File: src/design/rv32i_isa_pkg.sv
`default_nettype none

package rv32i_isa_pkg;

  // major opcodes
  localparam logic [6:0] op_lui      = 7'b01_101_11;
  localparam logic [6:0] op_auipc    = 7'b00_101_11;
  localparam logic [6:0] op_jal      = 7'b11_011_11;
  localparam logic [6:0] op_jalr     = 7'b11_001_11;
  localparam logic [6:0] op_branch   = 7'b11_000_11;
  localparam logic [6:0] op_load     = 7'b00_000_11;
  localparam logic [6:0] op_store    = 7'b01_000_11;
  localparam logic [6:0] op_imm      = 7'b00_100_11;
  localparam logic [6:0] op_reg      = 7'b01_100_11;
  localparam logic [6:0] op_system   = 7'b11_100_11;
  localparam logic [6:0] op_misc_mem = 7'b00_011_11;

  // funct3 for the integer ops, shared by op_imm and op_reg
  localparam logic [2:0] f3_add  = 3'b000;
  localparam logic [2:0] f3_sll  = 3'b001;
  localparam logic [2:0] f3_slt  = 3'b010;
  localparam logic [2:0] f3_sltu = 3'b011;
  localparam logic [2:0] f3_xor  = 3'b100;
  localparam logic [2:0] f3_sr   = 3'b101;
  localparam logic [2:0] f3_or   = 3'b110;
  localparam logic [2:0] f3_and  = 3'b111;

  // branch compares
  localparam logic [2:0] f3_beq  = 3'b000;
  localparam logic [2:0] f3_bne  = 3'b001;
  localparam logic [2:0] f3_blt  = 3'b100;
  localparam logic [2:0] f3_bge  = 3'b101;
  localparam logic [2:0] f3_bltu = 3'b110;
  localparam logic [2:0] f3_bgeu = 3'b111;

  // access size for loads and stores
  localparam logic [2:0] f3_b  = 3'b000;
  localparam logic [2:0] f3_h  = 3'b001;
  localparam logic [2:0] f3_w  = 3'b010;
  localparam logic [2:0] f3_bu = 3'b100;
  localparam logic [2:0] f3_hu = 3'b101;

  localparam logic [2:0] f3_jalr    = 3'b000;
  localparam logic [2:0] f3_priv    = 3'b000;
  localparam logic [2:0] f3_csrrw   = 3'b001;
  localparam logic [2:0] f3_csrrs   = 3'b010;
  localparam logic [2:0] f3_csrrc   = 3'b011;
  localparam logic [2:0] f3_fence   = 3'b000;
  localparam logic [2:0] f3_fence_i = 3'b001;

  localparam logic [6:0] f7_base = 7'b00000_00;
  localparam logic [6:0] f7_alt  = 7'b01000_00;

  // whole instruction words that raise a trap or return from one
  localparam logic [31:0] sys_ecall  = 32'h0000_0073;
  localparam logic [31:0] sys_ebreak = 32'h0010_0073;
  localparam logic [31:0] sys_mret   = 32'h3020_0073;

  typedef enum logic [3:0] {
    alu_add, alu_sub, alu_sll, alu_slt, alu_sltu, alu_xor, alu_srl, alu_sra,
    alu_or, alu_and, alu_eq, alu_ne, alu_lt, alu_ge, alu_ltu, alu_geu
  } alu_op_t;

  typedef enum logic [1:0] {opa_reg, opa_pc, opa_zero} opa_sel_t;
  typedef enum logic [1:0] {opb_reg, opb_imm, opb_csr_mask} opb_sel_t;
  typedef enum logic [1:0] {wb_alu, wb_mem, wb_pc_plus4, wb_csr} wb_sel_t;
  typedef enum logic [1:0] {fwd_none, fwd_from_ex, fwd_from_mem} fwd_sel_t;

endpackage

`default_nettype wire

File: src/design/pipe_pkg.sv
`default_nettype none

package pipe_pkg;

  localparam int xlen       = 32;
  localparam int hist_depth = 2;

  // next-pc source, decided in execute
  localparam logic [1:0] npc_seq    = 2'd0;
  localparam logic [1:0] npc_jal    = 2'd1;
  localparam logic [1:0] npc_jalr   = 2'd2;
  localparam logic [1:0] npc_branch = 2'd3;

  typedef struct packed {
    logic [xlen-1:0] pc;
    logic [xlen-1:0] inst;
  } fetch_t;

  typedef struct packed {
    rv32i_isa_pkg::alu_op_t  alu_op;
    rv32i_isa_pkg::opa_sel_t opa_sel;
    rv32i_isa_pkg::opb_sel_t opb_sel;
    logic                    csr_invert;
    rv32i_isa_pkg::wb_sel_t  wb_sel;
    logic [4:0]              rd;
    logic                    r_wen;
    logic                    mem_ren;
    logic                    mem_wen;
    logic                    size_b;
    logic                    size_h;
    logic                    sext;
    logic [1:0]              npc_sel;
    logic [11:0]             csr_addr;
    logic                    csr_wen;
    logic                    ecall;
    logic                    ebreak;
    logic                    mret;
    logic                    fence_i;
    logic                    illegal;
  } ctrl_t;

  typedef struct packed {
    logic                    valid;
    logic [xlen-1:0]         pc;
    ctrl_t                   ctrl;
    logic [xlen-1:0]         imm;
    logic [4:0]              rs1;
    logic [4:0]              rs2;
    logic [xlen-1:0]         rs1_data;
    logic [xlen-1:0]         rs2_data;
    rv32i_isa_pkg::fwd_sel_t fwd1;
    rv32i_isa_pkg::fwd_sel_t fwd2;
  } decode_t;

  typedef struct packed {
    logic            wen;
    logic [4:0]      rd;
    logic [xlen-1:0] data;
  } wb_t;

endpackage

`default_nettype wire

File: src/design/decode_stage.sv
`timescale 1ns/1ps
`default_nettype none

module decode_stage (
  input  logic              clock,
  input  logic              rst,
  input  pipe_pkg::fetch_t  fetch_in,
  input  logic              inst_valid,
  input  logic              block,
  input  logic              flush,
  output logic [4:0]        rs1,
  output logic [4:0]        rs2,
  input  logic [31:0]       rd1,
  input  logic [31:0]       rd2,
  output logic              ready,
  output pipe_pkg::decode_t dec_out
);
  import rv32i_isa_pkg::*;
  import pipe_pkg::*;

  logic [xlen-1:0] inst_q;
  logic [xlen-1:0] pc_q;
  logic            valid_q;
  ctrl_t           ctrl;
  logic [xlen-1:0] imm;
  fwd_sel_t        fwd1;
  fwd_sel_t        fwd2;
  logic            accept;

  assign accept = inst_valid && ready;

  always_ff @(posedge clock) begin
    if (rst || flush) begin
      valid_q <= 1'b0;
      inst_q  <= '0;
    end else if (!block) begin
      valid_q <= accept;
      // an empty slot decodes a zero word
      inst_q  <= accept ? fetch_in.inst : '0;
    end
  end

  always_ff @(posedge clock) begin
    if (!block && accept) begin
      pc_q <= fetch_in.pc;
    end
  end

  inst_decoder inst_decoder_inst (
    .inst (inst_q),
    .ctrl (ctrl),
    .imm  (imm),
    .rs1  (rs1),
    .rs2  (rs2)
  );

  hazard_tracker hazard_tracker_inst (
    .clock      (clock),
    .rst        (rst),
    .flush      (flush),
    .block      (block),
    .slot_valid (valid_q),
    .is_load    (ctrl.mem_ren),
    .rd         (ctrl.rd),
    .r_wen      (ctrl.r_wen),
    .rs1        (rs1),
    .rs2        (rs2),
    .ready      (ready),
    .fwd1       (fwd1),
    .fwd2       (fwd2)
  );

  // a bubble carries no enables and no register fields
  always_comb begin
    dec_out       = '0;
    dec_out.valid = valid_q;
    if (valid_q) begin
      dec_out.pc       = pc_q;
      dec_out.ctrl     = ctrl;
      dec_out.imm      = imm;
      dec_out.rs1      = rs1;
      dec_out.rs2      = rs2;
      dec_out.rs1_data = rd1;
      dec_out.rs2_data = rd2;
      dec_out.fwd1     = fwd1;
      dec_out.fwd2     = fwd2;
    end
  end

endmodule

`default_nettype wire

File: src/design/decode_top.sv
`timescale 1ns/1ps
`default_nettype none

module decode_top (
  input  logic              clock,
  input  logic              rst,
  input  pipe_pkg::fetch_t  fetch_in,
  input  logic              inst_valid,
  input  logic              block,
  input  logic              flush,
  input  pipe_pkg::wb_t     wb_in,
  output logic              ready,
  output pipe_pkg::decode_t dec_out
);

  logic [4:0]  rs1;
  logic [4:0]  rs2;
  logic [31:0] rd1;
  logic [31:0] rd2;

  decode_stage decode_stage_inst (
    .clock      (clock),
    .rst        (rst),
    .fetch_in   (fetch_in),
    .inst_valid (inst_valid),
    .block      (block),
    .flush      (flush),
    .rs1        (rs1),
    .rs2        (rs2),
    .rd1        (rd1),
    .rd2        (rd2),
    .ready      (ready),
    .dec_out    (dec_out)
  );

  // writeback enters straight from the last stage
  reg_file reg_file_inst (
    .clock (clock),
    .wb    (wb_in),
    .ra1   (rs1),
    .ra2   (rs2),
    .rd1   (rd1),
    .rd2   (rd2)
  );

endmodule

`default_nettype wire

File: src/design/hazard_tracker.sv
`timescale 1ns/1ps
`default_nettype none

module hazard_tracker (
  input  logic                    clock,
  input  logic                    rst,
  input  logic                    flush,
  input  logic                    block,
  input  logic                    slot_valid,
  input  logic                    is_load,
  input  logic [4:0]              rd,
  input  logic                    r_wen,
  input  logic [4:0]              rs1,
  input  logic [4:0]              rs2,
  output logic                    ready,
  output rv32i_isa_pkg::fwd_sel_t fwd1,
  output rv32i_isa_pkg::fwd_sel_t fwd2
);
  import rv32i_isa_pkg::*;
  import pipe_pkg::*;

  // entry 0 is the instruction now in execute, entry 1 the one in memory
  logic [hist_depth-1:0][4:0] hist_rd;
  logic [hist_depth-1:0]      hist_wen;

  function automatic fwd_sel_t match_src(
    input logic [4:0]                 rs,
    input logic [hist_depth-1:0][4:0] h_rd,
    input logic [hist_depth-1:0]      h_wen
  );
    fwd_sel_t sel;
    sel = fwd_none;
    if (rs != 5'd0) begin
      if (h_wen[0] && h_rd[0] == rs) begin
        sel = fwd_from_ex;
      end else if (h_wen[1] && h_rd[1] == rs) begin
        sel = fwd_from_mem;
      end
    end
    return sel;
  endfunction

  always_ff @(posedge clock) begin
    if (rst || flush) begin
      hist_wen <= '0;
    end else if (!block) begin
      hist_wen <= {hist_wen[hist_depth-2:0], slot_valid && r_wen};
    end
  end

  // rd is payload, only meaningful while its enable is set
  always_ff @(posedge clock) begin
    if (!block) begin
      hist_rd <= {hist_rd[hist_depth-2:0], rd};
    end
  end

  assign fwd1 = match_src(rs1, hist_rd, hist_wen);
  assign fwd2 = match_src(rs2, hist_rd, hist_wen);

  // a load in decode holds fetch off for one cycle
  assign ready = !(slot_valid && is_load);

endmodule

`default_nettype wire

File: src/design/inst_decoder.sv
`timescale 1ns/1ps
`default_nettype none

module inst_decoder (
  input  logic [31:0]     inst,
  output pipe_pkg::ctrl_t ctrl,
  output logic [31:0]     imm,
  output logic [4:0]      rs1,
  output logic [4:0]      rs2
);
  import rv32i_isa_pkg::*;
  import pipe_pkg::*;

  logic [6:0]  opcode;
  logic [2:0]  funct3;
  logic [6:0]  funct7;
  logic [31:0] imm_i;
  logic [31:0] imm_s;
  logic [31:0] imm_b;
  logic [31:0] imm_u;
  logic [31:0] imm_j;

  assign opcode = inst[6:0];
  assign funct3 = inst[14:12];
  assign funct7 = inst[31:25];

  assign imm_i = {{20{inst[31]}}, inst[31:20]};
  assign imm_s = {{20{inst[31]}}, inst[31:25], inst[11:7]};
  assign imm_b = {{20{inst[31]}}, inst[7], inst[30:25], inst[11:8], 1'b0};
  assign imm_u = {inst[31:12], 12'd0};
  assign imm_j = {{12{inst[31]}}, inst[19:12], inst[20], inst[30:21], 1'b0};

  // lui is x0 + imm, csrrw is rs1 + x0
  assign rs1 = (opcode == op_lui) ? 5'd0 : inst[19:15];
  assign rs2 = (opcode == op_system && funct3 == f3_csrrw) ? 5'd0 : inst[24:20];

  always_comb begin
    ctrl         = '0;
    ctrl.alu_op  = alu_add;
    ctrl.opa_sel = opa_reg;
    ctrl.opb_sel = opb_reg;
    ctrl.wb_sel  = wb_alu;
    ctrl.npc_sel = npc_seq;
    imm          = '0;
    case (opcode)
      op_lui: begin
        ctrl.opa_sel = opa_zero;
        ctrl.opb_sel = opb_imm;
        ctrl.r_wen   = 1'b1;
        imm          = imm_u;
      end
      op_auipc: begin
        ctrl.opa_sel = opa_pc;
        ctrl.opb_sel = opb_imm;
        ctrl.r_wen   = 1'b1;
        imm          = imm_u;
      end
      op_jal: begin
        ctrl.opa_sel = opa_pc;
        ctrl.opb_sel = opb_imm;
        ctrl.wb_sel  = wb_pc_plus4;
        ctrl.npc_sel = npc_jal;
        ctrl.r_wen   = 1'b1;
        imm          = imm_j;
      end
      op_jalr: begin
        ctrl.opb_sel = opb_imm;
        ctrl.wb_sel  = wb_pc_plus4;
        ctrl.npc_sel = npc_jalr;
        ctrl.r_wen   = 1'b1;
        ctrl.illegal = (funct3 != f3_jalr);
        imm          = imm_i;
      end
      op_branch: begin
        ctrl.npc_sel = npc_branch;
        imm          = imm_b;
        case (funct3)
          f3_beq:  ctrl.alu_op = alu_eq;
          f3_bne:  ctrl.alu_op = alu_ne;
          f3_blt:  ctrl.alu_op = alu_lt;
          f3_bge:  ctrl.alu_op = alu_ge;
          f3_bltu: ctrl.alu_op = alu_ltu;
          f3_bgeu: ctrl.alu_op = alu_geu;
          default: ctrl.illegal = 1'b1;
        endcase
      end
      op_load: begin
        ctrl.opb_sel = opb_imm;
        ctrl.wb_sel  = wb_mem;
        ctrl.r_wen   = 1'b1;
        ctrl.mem_ren = 1'b1;
        ctrl.size_b  = (funct3 == f3_b) || (funct3 == f3_bu);
        ctrl.size_h  = (funct3 == f3_h) || (funct3 == f3_hu);
        ctrl.sext    = (funct3 == f3_b) || (funct3 == f3_h);
        ctrl.illegal = !(funct3 inside {f3_b, f3_h, f3_w, f3_bu, f3_hu});
        imm          = imm_i;
      end
      op_store: begin
        ctrl.opb_sel = opb_imm;
        ctrl.mem_wen = 1'b1;
        ctrl.size_b  = (funct3 == f3_b);
        ctrl.size_h  = (funct3 == f3_h);
        ctrl.illegal = !(funct3 inside {f3_b, f3_h, f3_w});
        imm          = imm_s;
      end
      op_imm: begin
        ctrl.opb_sel = opb_imm;
        ctrl.r_wen   = 1'b1;
        imm          = imm_i;
        case (funct3)
          f3_add:  ctrl.alu_op = alu_add;
          f3_slt:  ctrl.alu_op = alu_slt;
          f3_sltu: ctrl.alu_op = alu_sltu;
          f3_xor:  ctrl.alu_op = alu_xor;
          f3_or:   ctrl.alu_op = alu_or;
          f3_and:  ctrl.alu_op = alu_and;
          f3_sll: begin
            ctrl.alu_op  = alu_sll;
            ctrl.illegal = (funct7 != f7_base);
          end
          default: begin
            // shift right, funct7 picks logical or arithmetic
            ctrl.alu_op  = (funct7 == f7_alt) ? alu_sra : alu_srl;
            ctrl.illegal = (funct7 != f7_base) && (funct7 != f7_alt);
          end
        endcase
      end
      op_reg: begin
        ctrl.r_wen = 1'b1;
        if (funct7 == f7_alt) begin
          case (funct3)
            f3_add:  ctrl.alu_op = alu_sub;
            f3_sr:   ctrl.alu_op = alu_sra;
            default: ctrl.illegal = 1'b1;
          endcase
        end else if (funct7 == f7_base) begin
          case (funct3)
            f3_add:  ctrl.alu_op = alu_add;
            f3_sll:  ctrl.alu_op = alu_sll;
            f3_slt:  ctrl.alu_op = alu_slt;
            f3_sltu: ctrl.alu_op = alu_sltu;
            f3_xor:  ctrl.alu_op = alu_xor;
            f3_sr:   ctrl.alu_op = alu_srl;
            f3_or:   ctrl.alu_op = alu_or;
            default: ctrl.alu_op = alu_and;
          endcase
        end else begin
          // multiply and divide are not decoded
          ctrl.illegal = 1'b1;
        end
      end
      op_system: begin
        case (funct3)
          f3_priv: begin
            ctrl.ecall   = (inst == sys_ecall);
            ctrl.ebreak  = (inst == sys_ebreak);
            ctrl.mret    = (inst == sys_mret);
            ctrl.illegal = !(ctrl.ecall || ctrl.ebreak || ctrl.mret);
          end
          f3_csrrw, f3_csrrs, f3_csrrc: begin
            ctrl.r_wen    = 1'b1;
            ctrl.csr_wen  = 1'b1;
            ctrl.wb_sel   = wb_csr;
            ctrl.csr_addr = inst[31:20];
            // set and clear combine rs1 with the old csr value
            if (funct3 != f3_csrrw) begin
              ctrl.opb_sel    = opb_csr_mask;
              ctrl.alu_op     = (funct3 == f3_csrrs) ? alu_or : alu_and;
              ctrl.csr_invert = (funct3 == f3_csrrc);
            end
          end
          default: ctrl.illegal = 1'b1;
        endcase
      end
      op_misc_mem: begin
        ctrl.fence_i = (funct3 == f3_fence_i);
        ctrl.illegal = (funct3 != f3_fence_i) && (funct3 != f3_fence);
      end
      default: ctrl.illegal = 1'b1;
    endcase

    if (ctrl.illegal) begin
      ctrl         = '0;
      ctrl.illegal = 1'b1;
      imm          = '0;
    end
    ctrl.rd = ctrl.r_wen ? inst[11:7] : 5'd0;
  end

endmodule

`default_nettype wire

File: src/design/reg_file.sv
`timescale 1ns/1ps
`default_nettype none

module reg_file (
  input  logic          clock,
  input  pipe_pkg::wb_t wb,
  input  logic [4:0]    ra1,
  input  logic [4:0]    ra2,
  output logic [31:0]   rd1,
  output logic [31:0]   rd2
);
  import pipe_pkg::*;

  // x0 has no storage
  logic [xlen-1:0] regs [1:31];

  always_ff @(posedge clock) begin
    if (wb.wen && wb.rd != 5'd0) begin
      regs[wb.rd] <= wb.data;
    end
  end

  // no bypass of a write in the same cycle
  always_comb begin
    if (ra1 == 5'd0) begin
      rd1 = '0;
    end else begin
      rd1 = regs[ra1];
    end
  end

  always_comb begin
    if (ra2 == 5'd0) begin
      rd2 = '0;
    end else begin
      rd2 = regs[ra2];
    end
  end

endmodule

`default_nettype wire

File: config.mk
export PLATFORM = sky130hd
export DESIGN_NAME = decode_top
export DESIGN_NICKNAME = d
export VERILOG_FILES = /design/src/design/rv32i_isa_pkg.sv /design/src/design/pipe_pkg.sv /design/src/design/decode_stage.sv /design/src/design/decode_top.sv /design/src/design/hazard_tracker.sv /design/src/design/inst_decoder.sv /design/src/design/reg_file.sv
export SDC_FILE = /design/constraint.sdc
export NUM_CORES = 2
export LEC_CHECK = 0
export BUFFER_PORTS_ARGS = -buffer_cell sky130_fd_sc_hd__buf_2
export CAP_MARGIN = 20
export CELL_PAD_IN_SITES_DETAIL_PLACEMENT = 0
export CELL_PAD_IN_SITES_GLOBAL_PLACEMENT = 2
export CORE_MARGIN = 2
export CORE_UTILIZATION = 39
export CTS_CLUSTER_SIZE = 12
export DETAILED_ROUTE_END_ITERATION = 8
export HOLD_SLACK_MARGIN = 0.08
export PLACE_DENSITY = 0.82
export SYNTH_ARGS = -nofsm -noshare
export SYNTH_HDL_FRONTEND = slang
export SYNTH_SLANG_ARGS = --single-unit
File: constraint.sdc
create_clock -name clock -period 4.31 [get_ports clock]
set_clock_uncertainty 0.05 [all_clocks]
set_input_delay 0.2155 -clock clock [delete_from_list [all_inputs] [get_ports clock]]
set_output_delay 0.2155 -clock clock [all_outputs]
set_load 0.01 [all_outputs]
==> flow_metrics.env <==
export IMPL_status="complete, no violations"
export IMPL_critical_path_slowest_cell="or2_2"
export IMPL_clk_pin_slew_ns=0.06
export IMPL_synth_cells=4091
export IMPL_core_um2=133000
export IMPL_cp_arrival_ns=4.01
export IMPL_synth_area_um2=52200
export IMPL_cts_buffer_depth=3
export IMPL_slew_headroom_pct=22.5
export IMPL_finalNetCount=4567
export IMPL_wl_per_cell_um=33.3
export IMPL_drive_gt1_share_pct=21.8
export IMPL_crit_top_cell="buf_4"
export IMPL_setup_viol=0
export IMPL_globalRouteOverflowTotal=0
export IMPL_cts_made_buffers=113
export IMPL_rows=134
export IMPL_synth_cell_types=75
export IMPL_antenna_found_initial=26
export IMPL_vdd_drop_max_mv=0.328
export IMPL_min_path_type="input port to flip-flop"
export IMPL_totalWireLength_um=211000
export IMPL_htreeDepth=3
export IMPL_yosysWarnings=0
export IMPL_worstPathCellList="and3b_2, nand3_4, buf_4, o211ai_1, or2_2, buf_12, o32ai_1, buf_4, buf_2"
export IMPL_layout_setup_ws_ns=0.0395
export IMPL_rsz0062_at_grt="no"
export IMPL_r2r_cells=10
export IMPL_drcViolationCount=0
export IMPL_pre_cts_slack_ns=0.0151
export IMPL_cts_root_buf="clkbuf_16"
export IMPL_yosysTopAreaCellShare_pct=59.5
export IMPL_area_growth_pct=18.2
export IMPL_drtAntennaViolNets=0
export IMPL_end_kind="output port"
export IMPL_syn_avg_cell_area_um2=12.8
export IMPL_die_area_um2=137000
export IMPL_cts_tree="yes"
export IMPL_grt_use_total_pct=29.9
export IMPL_yosysTopAreaCell="edfxtp_1"
export IMPL_dp_hpwl_um=128000
export IMPL_path_max_fanout=23
export IMPL_syn_nets=4203
export IMPL_final_core_util_pct=46.4
export IMPL_synth_area_leaders="edfxtp_1 59%, mux2i_1 5.2%, mux2_2 3.3%"
export IMPL_die_h_um=370
export IMPL_powerDensity_nw_per_um2=360
export IMPL_layout_min_cycle_time_ns=4.27
export IMPL_async_flop_share_pct=0
export IMPL_ios=293
export IMPL_die_w_um=370
export IMPL_drt_iter0_drc=6646
export IMPL_place_congestion=0.922
export IMPL_grt_pass1_vias=39399
export IMPL_grt_max_degree=87
export IMPL_crit_path_start_kind="flip-flop"
export IMPL_cp_depth=9
export IMPL_criticalPathCategory="flip-flop to output port"
export IMPL_dr_total_vias=41529
export IMPL_finalHoldViolCount=0
export IMPL_tightest_slew_ns=1.16
export IMPL_worstSkewPairLatency_ns=0.74
export IMPL_synth_main_ff_cell="edfxtp_1"
export IMPL_vias_per_cell=6.57
export IMPL_ys_seq_elements=1069
export IMPL_grt_first_pass_wirelength_um=293000
export IMPL_maxCapViolCount=0
export IMPL_io_buffers=292
export IMPL_clkSinkCount=1069
export IMPL_fmax_mhz=234
export IMPL_power_leakage_nw=20.3
export IMPL_total_power_w=0.0222
export IMPL_path_buf_inv=4
export IMPL_required_ns=4.04
export IMPL_cp_top_family="simple AND/OR/NAND/NOR gates"
export IMPL_drtPass1Iterations=6
export IMPL_initial_core_util_pct=39.2
export IMPL_whs_ns=0.163
export IMPL_slew_viol_final=0
export IMPL_holdPathStages=2
export IMPL_fillCellCount=11875
export IMPL_synth_edf_count=1034
export IMPL_setup_tns_final_ns=0
export IMPL_post_route_period_util_pct=99.1
export IMPL_slowest_delay_ns=0.55
export IMPL_seq_area_frac_synth_pct=60.8
[synth_stat cells, drive strengths merged (5+ instances only)]
cell	number
a2111oi	5
a211o	22
a211oi	45
a21o	42
a21oi	177
a221oi	33
a22o	41
a22oi	36
a311oi	12
a31o	11
a31oi	47
a32o	22
and2	63
and3	11
buf	122
clkbuf	249
dfxtp	35
edfxtp	1034
ha	5
inv	71
mux2	151
mux2i	270
mux4	74
nand2	217
nand2b	11
nand3	20
nor2	375
nor2b	27
nor3	52
nor4	11
nor4bb	6
o211ai	59
o21ai	170
o221ai	97
o22ai	184
o2bb2ai	24
o311a	64
o311ai	32
o31ai	5
o32ai	57
or2	6
or3	36
or4	5
xnor2	14
[layout make-up]
cell class / count / area [um2] / share of cell area (%)
flip-flops and latches: 1069 / 31800 / 51.5
well taps: 1768 / 2210 / 3.59
diodes: 6 / 15.0 / 0.0243
repair buffers: 619 / 4730 / 7.66
clock buffers: 150 / 3010 / 4.88
clock inverters: 57 / 435 / 0.706
multi-input cells: 2581 / 19300 / 31.2
inverters: 71 / 267 / 0.432
[cell usage in the layout, fill, tap and decap left out, types with 74 or more instances in the layout]
cell | Yosys | routed
edfxtp_1 | 1034 | 1034
nor2_1 | 375 | 345
buf_2 | 67 | 292
mux2i_1 | 270 | 270
nand2_1 | 217 | 210
o22ai_1 | 184 | 184
a21oi_1 | 177 | 177
buf_4 | 1 | 175
o21ai_0 | 159 | 158
mux2_2 | 151 | 151
clkbuf_16 | 0 | 115
dlygate4sd3_1 | 0 | 109
o221ai_1 | 97 | 97
mux4_2 | 74 | 74
[power by group]
group | switching [W] | internal [W]
sequential | 0.0000838 | 0.0115
combinational | 0.000806 | 0.000443
clock | 0.00424 | 0.00508
total | 0.00513 | 0.0171
[per-layer routing]
layer	vias up	global-route usage, %	share of wire (%)	wire length [um]
li1	17010	-	-	-
met1	20800	41.5	39	82400
met2	3180	45.3	44	92700
met3	519	7.16	13	26900
met4	20	11.5	4.0	8470
met5	-	0	0.065	137
[stage by stage]
step / std cells / instance area, um2
floorplan: 4091 / 52200
global placement: 5993 / 57000
detailed placement: 5995 / 57100
CTS: 6315 / 61700
global route: 6318 / 61700
finish: 6321 / 61700
[state kept, by name, indices dropped and copies added, names as in the netlist]
name	cells
reg_file_inst.regs	992
decode_stage_inst.inst_q	32
decode_stage_inst.pc_q	32
decode_stage_inst.hazard_tracker_inst.hist_rd	10
decode_stage_inst.hazard_tracker_inst.hist_wen	2
decode_stage_inst.valid_q	1
[timing repair]
item                                    in CTS  in global routing
hold buffers                               109                  0
endpoints found under the setup margin      33                 30
endpoints found under the hold margin     1073                  0
pin swaps                                    1                  0
gates cloned                                 1                  0
gates resized for setup                     11                  6
setup buffers                                3                  0
[worst register-to-register path: stages (launching register included)]
cell and delay [ns]:
dfxtp_1 0.47, buf_4 0.29, inv_1 0.11, ha_1 0.22, or4_1 0.53, o211ai_1 0.38, nand3_1 0.32, nor2_2 0.21
buf_4 0.26, a22o_1 0.16, dlygate4sd3_1 0.53
[cells by family after synthesis]
| kind of cell | synth area share [%] |
|---|---|
| muxes | 11.6 |
| adders and majority gates | 0.120 |
| and+or+nand+nor | 7.46 |
| DFF | 60.8 |
| buffers and inverters | 3.34 |
| xor gates and xnor gates | 0.285 |
| AOI/OAI and AO/OA | 16.4 |
[final timing paths]
| path | end | startpoint | slack, ns |
|---|---|---|---|
| setup / recovery | dec_out[58] | decode_stage_inst.inst_q[3] | 0.04 |
| hold / removal | decode_stage_inst.pc_q[27] | fetch_in[59] | 0.16 |
| setup reg to reg | decode_stage_inst.inst_q[14] | decode_stage_inst.inst_q[13] | 0.72 |
| hold reg to reg | decode_stage_inst.hazard_tracker_inst.hist_rd[8] | decode_stage_inst.hazard_tracker_inst.hist_rd[3] | 0.48 |
Power figures use the tool's default switching activity.
